File: config.mk
export PLATFORM = sky130hd
export DESIGN_NAME = garfield_top
export DESIGN_NICKNAME = d
export VERILOG_FILES = /design/src/verilog/garfield_pkg.sv /design/src/verilog/vehicle_ctrl_if.sv /design/src/verilog/apb_regs.sv /design/src/verilog/garfield_top.sv /design/src/verilog/key_debounce.sv /design/src/verilog/reset_pulse_gen.sv /design/src/verilog/servo_pwm.sv /design/src/verilog/status_led_driver.sv
export SDC_FILE = /design/constraint.sdc
export NUM_CORES = 1
export LEC_CHECK = 0
export ABC_AREA = 1
export BUFFER_PORTS_ARGS = -buffer_cell sky130_fd_sc_hd__buf_2
export CAP_MARGIN = 30
export CORE_MARGIN = 3
export CORE_UTILIZATION = 60
export CTS_CLUSTER_DIAMETER = 40
export DETAILED_ROUTE_END_ITERATION = 7
export PLACE_DENSITY = 0.81
export SLEW_MARGIN = 20
export SYNTH_ARGS = -nofsm -noshare
export SYNTH_HDL_FRONTEND = slang
export SYNTH_SLANG_ARGS = --single-unit
File: constraint.sdc
create_clock -name fpga_clk_50 -period 1.8 [get_ports fpga_clk_50]
set_input_delay 0.45 -clock fpga_clk_50 [delete_from_list [all_inputs] [get_ports fpga_clk_50]]
set_output_delay 0.45 -clock fpga_clk_50 [all_outputs]
set_load 0.02 [all_outputs]
File: src/verilog/garfield_pkg.sv
// garfield shared definitions
`default_nettype none

package garfield_pkg;

  // ======================================================================
  // bus and field widths
  // ======================================================================
  parameter int apb_addr_w  = 8;   // byte address
  parameter int apb_data_w  = 32;
  parameter int pwm_w       = 16;  // duty / period values
  parameter int light_w     = 4;   // lighting outputs
  parameter int led_w       = 7;   // register driven leds, led[0] is heartbeat
  parameter int key_w       = 2;   // push keys, active low
  parameter int sw_w        = 4;   // dip switches
  parameter int reset_req_w = 3;   // 0 cold, 1 warm, 2 debug

  // hps reset request pulse lengths in clocks
  parameter int cold_pulse_cycles  = 6;
  parameter int warm_pulse_cycles  = 2;
  parameter int debug_pulse_cycles = 32;

  // ======================================================================
  // register map
  // ======================================================================
  typedef enum logic [apb_addr_w-1:0] {
    reg_drive     = 8'h00,  // drive servo duty
    reg_steer     = 8'h04,  // steering servo duty
    reg_light     = 8'h08,  // lighting bits
    reg_led       = 8'h0C,  // led[7:1] pattern
    reg_status    = 8'h10,  // read only, {sw, keys}
    reg_reset_req = 8'h14   // hps reset requests
  } reg_addr_e;

endpackage

`default_nettype wire

File: src/verilog/vehicle_ctrl_if.sv
// vehicle control register bundle
`timescale 1ns/10ps
`default_nettype none

interface vehicle_ctrl_if;
  import garfield_pkg::*;

  logic [pwm_w-1:0]       drive_duty;   // drive servo
  logic [pwm_w-1:0]       steer_duty;   // steering servo
  logic [light_w-1:0]     lighting;     // head/tail/indicator lamps
  logic [led_w-1:0]       led_pattern;  // board leds 7:1
  logic [reset_req_w-1:0] reset_req;    // level requests, edge triggers pulse

  // register file side
  modport regs (
    output drive_duty, steer_duty, lighting, led_pattern, reset_req
  );

  // consumers
  modport sink (
    input drive_duty, steer_duty, lighting, led_pattern, reset_req
  );

endinterface

`default_nettype wire
File: src/verilog/apb_regs.sv
// apb control and status registers
`timescale 1ns/10ps
`default_nettype none

module apb_regs (
  input  logic                                fpga_clk_50,
  input  logic                                hps_fpga_reset_n,
  input  logic [garfield_pkg::apb_addr_w-1:0] paddr,
  input  logic                                psel,
  input  logic                                penable,
  input  logic                                pwrite,
  input  logic [garfield_pkg::apb_data_w-1:0] pwdata,
  input  logic [garfield_pkg::key_w-1:0]      keys_db,
  input  logic [garfield_pkg::sw_w-1:0]       sw,
  output logic [garfield_pkg::apb_data_w-1:0] prdata,
  output logic                                pslverr,
  vehicle_ctrl_if.regs                        ctrl
);
  import garfield_pkg::*;

  reg_addr_e              addr;
  logic                   access;   // access phase, no wait states
  logic                   mapped;   // paddr hits the map
  logic                   wr_ok;
  logic [apb_data_w-1:0]  rd_data;

  // stored register contents
  logic [pwm_w-1:0]       drive_q;
  logic [pwm_w-1:0]       steer_q;
  logic [light_w-1:0]     light_q;
  logic [led_w-1:0]       led_q;
  logic [reset_req_w-1:0] reset_req_q;

  assign addr   = reg_addr_e'(paddr);
  assign access = psel & penable;

  // read mux and decode
  always_comb
  begin
    rd_data = '0;  // unused bits read zero
    mapped  = 1'b1;
    case (addr)
      reg_drive:     rd_data[pwm_w-1:0]       = drive_q;
      reg_steer:     rd_data[pwm_w-1:0]       = steer_q;
      reg_light:     rd_data[light_w-1:0]     = light_q;
      reg_led:       rd_data[led_w-1:0]       = led_q;
      reg_status:    rd_data[sw_w+key_w-1:0]  = {sw, keys_db};
      reg_reset_req: rd_data[reset_req_w-1:0] = reset_req_q;
      default:       mapped = 1'b0;            // hole in the map
    endcase
  end

  // status is read only
  assign wr_ok   = access & pwrite & mapped & (addr != reg_status);
  assign pslverr = access & (~mapped | (pwrite & (addr == reg_status)));
  assign prdata  = (access & ~pwrite) ? rd_data : '0;

  // ======================================================================
  // register writes, taken at the end of the access cycle
  // ======================================================================
  always_ff @(posedge fpga_clk_50 or negedge hps_fpga_reset_n)
  begin
    if (!hps_fpga_reset_n)
    begin
      drive_q     <= '0;
      steer_q     <= '0;
      light_q     <= '0;
      led_q       <= '0;
      reset_req_q <= '0;
    end
    else if (wr_ok)
    begin
      case (addr)
        reg_drive:     drive_q     <= pwdata[pwm_w-1:0];   // truncated
        reg_steer:     steer_q     <= pwdata[pwm_w-1:0];
        reg_light:     light_q     <= pwdata[light_w-1:0];
        reg_led:       led_q       <= pwdata[led_w-1:0];
        reg_reset_req: reset_req_q <= pwdata[reset_req_w-1:0];
        default:       ;
      endcase
    end
  end

  // out to consumers
  assign ctrl.drive_duty  = drive_q;
  assign ctrl.steer_duty  = steer_q;
  assign ctrl.lighting    = light_q;
  assign ctrl.led_pattern = led_q;
  assign ctrl.reset_req   = reset_req_q;

endmodule

`default_nettype wire

File: src/verilog/garfield_top.sv
// garfield fpga control top
`timescale 1ns/10ps
`default_nettype none

module garfield_top #(
  parameter int DEBOUNCE_CYCLES  = 50000,     // 1 ms at 50 MHz
  parameter int HEARTBEAT_CYCLES = 25000000,  // 0.5 s half period
  parameter int PWM_PERIOD       = 50000      // 1 kHz servo frame
) (
  input  logic                                fpga_clk_50,
  input  logic                                hps_fpga_reset_n,
  // apb slave
  input  logic [garfield_pkg::apb_addr_w-1:0] paddr,
  input  logic                                psel,
  input  logic                                penable,
  input  logic                                pwrite,
  input  logic [garfield_pkg::apb_data_w-1:0] pwdata,
  output logic [garfield_pkg::apb_data_w-1:0] prdata,
  output logic                                pslverr,
  // board inputs
  input  logic [garfield_pkg::key_w-1:0]      key,
  input  logic [garfield_pkg::sw_w-1:0]       sw,
  // board outputs
  output logic                                drive_pwm,
  output logic                                steering_pwm,
  output logic [garfield_pkg::light_w-1:0]    lighting,
  output logic [garfield_pkg::led_w:0]        led,
  output logic                                hps_cold_reset,
  output logic                                hps_warm_reset,
  output logic                                hps_debug_reset
);
  import garfield_pkg::*;

  logic [key_w-1:0] keys_db;  // debounced, still active low

  vehicle_ctrl_if ctrl_if ();

  // ======================================================================
  // register file and key input
  // ======================================================================
  apb_regs regs_i (
    .fpga_clk_50      (fpga_clk_50),
    .hps_fpga_reset_n (hps_fpga_reset_n),
    .paddr            (paddr),
    .psel             (psel),
    .penable          (penable),
    .pwrite           (pwrite),
    .pwdata           (pwdata),
    .keys_db          (keys_db),
    .sw               (sw),
    .prdata           (prdata),
    .pslverr          (pslverr),
    .ctrl             (ctrl_if.regs)
  );

  key_debounce #(
    .WIDTH           (key_w),
    .DEBOUNCE_CYCLES (DEBOUNCE_CYCLES)
  ) debounce_i (
    .fpga_clk_50      (fpga_clk_50),
    .hps_fpga_reset_n (hps_fpga_reset_n),
    .key_raw          (key),
    .key_db           (keys_db)
  );

  // ======================================================================
  // hps reset request pulses
  // ======================================================================
  reset_pulse_gen #(.PULSE_EXT(cold_pulse_cycles)) cold_pulse_i (
    .fpga_clk_50      (fpga_clk_50),
    .hps_fpga_reset_n (hps_fpga_reset_n),
    .req              (ctrl_if.reset_req[0]),
    .pulse            (hps_cold_reset)
  );

  reset_pulse_gen #(.PULSE_EXT(warm_pulse_cycles)) warm_pulse_i (
    .fpga_clk_50      (fpga_clk_50),
    .hps_fpga_reset_n (hps_fpga_reset_n),
    .req              (ctrl_if.reset_req[1]),
    .pulse            (hps_warm_reset)
  );

  reset_pulse_gen #(.PULSE_EXT(debug_pulse_cycles)) debug_pulse_i (
    .fpga_clk_50      (fpga_clk_50),
    .hps_fpga_reset_n (hps_fpga_reset_n),
    .req              (ctrl_if.reset_req[2]),
    .pulse            (hps_debug_reset)
  );

  // servo channels
  servo_pwm #(.PWM_PERIOD(PWM_PERIOD)) drive_pwm_i (
    .fpga_clk_50      (fpga_clk_50),
    .hps_fpga_reset_n (hps_fpga_reset_n),
    .duty             (ctrl_if.drive_duty),
    .pwm              (drive_pwm)
  );

  servo_pwm #(.PWM_PERIOD(PWM_PERIOD)) steer_pwm_i (
    .fpga_clk_50      (fpga_clk_50),
    .hps_fpga_reset_n (hps_fpga_reset_n),
    .duty             (ctrl_if.steer_duty),
    .pwm              (steering_pwm)
  );

  status_led_driver #(.HEARTBEAT_CYCLES(HEARTBEAT_CYCLES)) led_drv_i (
    .fpga_clk_50      (fpga_clk_50),
    .hps_fpga_reset_n (hps_fpga_reset_n),
    .ctrl             (ctrl_if.sink),
    .led              (led),
    .lighting         (lighting)
  );

endmodule

`default_nettype wire

File: src/verilog/key_debounce.sv
// push key debouncer
`timescale 1ns/10ps
`default_nettype none

module key_debounce #(
  parameter int WIDTH           = 2,
  parameter int DEBOUNCE_CYCLES = 50000  // stable clocks before accepting
) (
  input  logic             fpga_clk_50,
  input  logic             hps_fpga_reset_n,
  input  logic [WIDTH-1:0] key_raw,
  output logic [WIDTH-1:0] key_db
);

  localparam int cnt_w = $clog2(DEBOUNCE_CYCLES + 1);

  logic [cnt_w-1:0] stable_cnt [WIDTH];  // one per key

  // count clocks the raw level differs from the accepted one
  always_ff @(posedge fpga_clk_50 or negedge hps_fpga_reset_n)
  begin
    if (!hps_fpga_reset_n)
    begin
      key_db <= '1;  // keys released
      for (int i = 0; i < WIDTH; i++)
        stable_cnt[i] <= '0;
    end
    else
    begin
      for (int i = 0; i < WIDTH; i++)
      begin
        if (key_raw[i] == key_db[i])
          stable_cnt[i] <= '0;                         // bounce restarts count
        else if (stable_cnt[i] == cnt_w'(DEBOUNCE_CYCLES - 1))
        begin
          key_db[i]     <= key_raw[i];                 // held long enough
          stable_cnt[i] <= '0;
        end
        else
          stable_cnt[i] <= stable_cnt[i] + 1'b1;
      end
    end
  end

endmodule

`default_nettype wire

File: src/verilog/reset_pulse_gen.sv
// reset request pulse stretcher
`timescale 1ns/10ps
`default_nettype none

module reset_pulse_gen #(
  parameter int PULSE_EXT = 6  // pulse length in clocks
) (
  input  logic fpga_clk_50,
  input  logic hps_fpga_reset_n,
  input  logic req,
  output logic pulse
);

  localparam int cnt_w = $clog2(PULSE_EXT) + 1;

  logic             req_q;   // previous request level
  logic             rise;
  logic             busy;    // pulse in progress, blocks retrigger
  logic [cnt_w-1:0] remain;  // clocks left after this one

  assign rise  = req & ~req_q;
  assign pulse = busy;

  always_ff @(posedge fpga_clk_50 or negedge hps_fpga_reset_n)
  begin
    if (!hps_fpga_reset_n)
    begin
      req_q  <= 1'b0;
      busy   <= 1'b0;
      remain <= '0;
    end
    else
    begin
      req_q <= req;
      if (busy)
      begin
        if (remain == '0)
          busy <= 1'b0;            // last pulse clock
        else
          remain <= remain - 1'b1;
      end
      else if (rise)
      begin
        busy   <= 1'b1;
        remain <= cnt_w'(PULSE_EXT - 1);
      end
    end
  end

endmodule

`default_nettype wire

File: src/verilog/servo_pwm.sv
// servo pwm channel
`timescale 1ns/10ps
`default_nettype none

module servo_pwm #(
  parameter int PWM_PERIOD = 50000  // clocks per frame
) (
  input  logic                           fpga_clk_50,
  input  logic                           hps_fpga_reset_n,
  input  logic [garfield_pkg::pwm_w-1:0] duty,
  output logic                           pwm
);

  localparam int cnt_w = $clog2(PWM_PERIOD);

  logic [cnt_w-1:0] period_cnt;  // free running 0 .. PWM_PERIOD-1

  always_ff @(posedge fpga_clk_50 or negedge hps_fpga_reset_n)
  begin
    if (!hps_fpga_reset_n)
    begin
      period_cnt <= '0;
      pwm        <= 1'b0;
    end
    else
    begin
      if (period_cnt == cnt_w'(PWM_PERIOD - 1))
        period_cnt <= '0;  // wrap at frame end
      else
        period_cnt <= period_cnt + 1'b1;
      // old count, so high time is exactly duty clocks
      pwm <= (32'(period_cnt) < 32'(duty));  // duty >= period gives solid high
    end
  end

endmodule

`default_nettype wire

File: src/verilog/status_led_driver.sv
// board led and lighting outputs
`timescale 1ns/10ps
`default_nettype none

module status_led_driver #(
  parameter int HEARTBEAT_CYCLES = 25000000  // clocks per led[0] toggle
) (
  input  logic                             fpga_clk_50,
  input  logic                             hps_fpga_reset_n,
  vehicle_ctrl_if.sink                     ctrl,
  output logic [garfield_pkg::led_w:0]     led,
  output logic [garfield_pkg::light_w-1:0] lighting
);

  localparam int hb_w = $clog2(HEARTBEAT_CYCLES);

  logic [hb_w-1:0] hb_cnt;
  logic            hb_level;  // heartbeat led

  // clock divider for the heartbeat, lamps registered alongside
  always_ff @(posedge fpga_clk_50 or negedge hps_fpga_reset_n)
  begin
    if (!hps_fpga_reset_n)
    begin
      hb_cnt   <= '0;
      hb_level <= 1'b0;
      lighting <= '0;
    end
    else
    begin
      lighting <= ctrl.lighting;  // one clock behind the register
      if (hb_cnt == hb_w'(HEARTBEAT_CYCLES - 1))
      begin
        hb_cnt   <= '0;
        hb_level <= ~hb_level;
      end
      else
        hb_cnt <= hb_cnt + 1'b1;
    end
  end

  assign led = {ctrl.led_pattern, hb_level};  // pattern on 7:1

endmodule

`default_nettype wire

==> metrics.yaml <==
sta:
  setup_violations: 17
  min_period_ps: 2100
  final-hold-violation-count: 0
  drv_slew: 0
  slew_headroom_pct: 59.5
  tightest_slew_ps: 606
  period_share_pct: 117
  whs_ps: 29.9
  max_freq_ghz: 0.475
  setup_ws_ps: -303
  grt_setup_unrepaired: "yes"
  fin_skew_ps: 5.57
final_layout:
  drive_gt1_share_pct: 17.3
  layout.nets: 1461
  layout_common_cells: "nand2_1, nor2_1, dfrtp_1, inv_1, nand3_1"
  syn2layout_area_growth_pct: 20.4
  layout.cells.non_filler: 1594
  fillers: 1123
  final_common_cell: "nand2_1"
logic_synthesis:
  seq_area_frac_synth_pct: 43.1
  synth.largest_area_cell: "dfrtp_1"
  synth_edf_count: 0
  yosysTopAreaCellShare_pct: 42.6
  synthArstFlopShare_pct: 100
  syn_inst: 1250
  ys_seq_elements: 162
  synth_ff_type: "dfrtp_1"
  netlist_area_sq_mm: 0.00940
  synth_warnings: 0
  synth_area_per_cell_sq_um: 7.52
  synthTopCellsByArea: "dfrtp_1, nand2_1, nor2_1"
  synth_cell_types: 34
floorplanning:
  io_pins: 101
  core_sq_mm: 0.0153
  die-area_sq_mm: 0.0172
  initial_utilization_pct: 61.6
  die_w_um: 131
  rows: 45
  die_y_um: 131
global_route:
  met3_usage_pct: 7.04
  grt_pass1_wl_um: 38300
  grt_pass1_vias: 8012
  grt_use_met1_pct: 36.9
  antenna_found_initial: 3
  use_met2_pct: 43.8
  top_usage_layer: "met2"
  grt.total_usage_pct: 27.2
  gr-total-overflow: 0
  grt_max_degree: 89
power:
  peakVddDrop_v: 0.000712
  p_leak_nw: 5.69
  power.density_mw_per_mm2: 741
routing:
  vias: 8459
  first_pass_iters: 5
  ant_nets: 0
  wl_um: 23000
  drt-initial-drc-count: 810
  viasPerCell: 5.31
  post_drt_wl_per_cell_um: 14.4
  drc: 0
clocking:
  clkSlewWorstSetupHoldPaths_ps: 60
  tritoncts: "built"
  root_buffer: "clkbuf_16"
  clockBufferDepth: 2
  clk_latency_ps: 420
  clock-sinks: 162
  htreeDepth: 4
  cts_made_buffers: 17
outcome:
  status: "complete, but fails checks"
  violations: "setup timing"
placement:
  hpwl_um: 16100
  gp_congestion: 0.948
  portBuffers: 68
  placed_cells: 1554
critical_path:
  cp-start-kind: "primary input"
  worst_ep_required_time_ps: 1350
  critPathKind: "in -> out"
  end_kind: "output pin"
  cp_max_fo: 6
  cp.arrival_ps: 1650
worst_hold_path:
  holdCritPathClass: "in -> async"
job:
  maxCapViolCount: 0
## state kept, by name (all words and copies together), names as in the netlist
name / count
regs_i.ctrl.steer_duty: 16
warm_pulse_i.req_q: 1
steer_pwm_i.period_cnt: 16
drive_pwm_i.pwm: 1
debug_pulse_i.req_q: 1
drive_pwm_i.period_cnt: 16
warm_pulse_i.remain: 2
led_drv_i.lighting: 4
regs_i.ctrl.drive_duty: 16
steer_pwm_i.pwm: 1
regs_i.ctrl.reset_req: 3
debounce_i.key_db: 2
regs_i.ctrl.lighting: 4
regs_i.ctrl.led_pattern: 7
cold_pulse_i.pulse: 1
debug_pulse_i.remain: 6
led_drv_i.hb_cnt: 25
cold_pulse_i.remain: 4
led_drv_i.hb_level: 1
cold_pulse_i.req_q: 1
debounce_i.stable_cnt: 32
warm_pulse_i.pulse: 1
debug_pulse_i.pulse: 1
## cell families (layout without fill, tap and decap cells)
group	Yosys count	count (layout)	share of synthesized area [%]
XOR/XNOR	43	43	4.01
adder cells (fa/ha/maj)	39	39	5.19
other	1	17	0.0399
AO/OA/AOI/OAI	71	71	3.94
buffers and inverters	206	323	9.86
AND/OR/NAND/NOR	728	728	33.8
flip-flops	162	162	43.1
## cell type report
cell class | instances | area [sq um] | share of cell area, %
Clock inverter | 10 | 135 | 1.19
Multi-Input combinational cell | 897 | 4720 | 41.7
Antenna cell | 1 | 2.50 | 0.0221
Tap cell | 211 | 264 | 2.33
Inverter | 167 | 629 | 5.56
Timing Repair Buffer | 126 | 1050 | 9.29
Sequential cell | 162 | 4060 | 35.8
Clock buffer | 20 | 457 | 4.03
## critical path, cell delays in order
cell     delay [ps]
buf_8           100
nor2_4          140
nand2_4         120
nor2_4          160
buf_12          150
inv_2            40
o21ai_1         130
nor2_1           80
nor2_2          140
buf_6           130
## synthesized netlist by cell type, types with 11 or more instances
cell type,n
buf_4,20
nand3_1,78
nand2_1,339
a21oi_1,32
dfrtp_1,160
ha_1,39
nand4_1,66
o21ai_0,26
nor3_1,29
xnor2_1,11
xor2_1,32
inv_1,164
nor2_1,189
## final timing paths
kind                                    startpoint                        end  slack, ps  cells after the start
max in group asynchronous         hps_fpga_reset_n            drive_pwm_i.pwm       1370                      2
max                                       paddr[6]                  prdata[5]       -300                     10
min reg2reg                regs_i.ctrl.lighting[3]      led_drv_i.lighting[3]        420                      0
min in group fpga_clk_50                    key[1]       debounce_i.key_db[1]        270                      3
max reg2reg                debug_pulse_i.remain[1]    debug_pulse_i.remain[3]         90                      7
min                               hps_fpga_reset_n  debounce_i.stable_cnt[20]         30                      2
## power breakdown
| part | switching [mW] | leakage [nW] | internal, mW |
|---|---|---|---|
| combinational | 0.546 | 3.22 | 0.306 |
| sequential | 0.0740 | 2.19 | 3.77 |
| clock | 1.46 | 0.280 | 2.23 |
## per-stage QoR
stage | utilization (%) | setup TNS, ps | setup WS [ps] | instance area (sq um) | total power, mW
after floorplan | - | -15.8 | -8.43 | 9560 | 4.42
after global placement | 67.7 | -16090 | -319 | 10300 | 4.66
after detailed placement | 67.7 | -16550 | -324 | 10300 | 4.69
after CTS | 73.6 | -3380 | -253 | 11200 | 8.42
after global routing | 74.2 | -4860 | -335 | 11300 | 8.71
final | 74.2 | -3950 | -303 | 11300 | 8.38
## what timing repair did
item | CTS | global route
setup buffers | 5 | 4
endpoints found under the hold margin | 0 | 0
setup endpoints to repair | 17 | 36
pin swaps | 28 | 13
cloned | 1 | 0
hold buffers | 0 | 0
gates resized for setup | 74 | 29
## routing by layer
layer / part of all wire (%) / up-vias
met5: 0.096 / -
met4: 1.6 / 4
met3: 7.3 / 42
met2: 48 / 292
met1: 43 / 3931
li1: - / 4190
(Power assumes the default switching activity.)
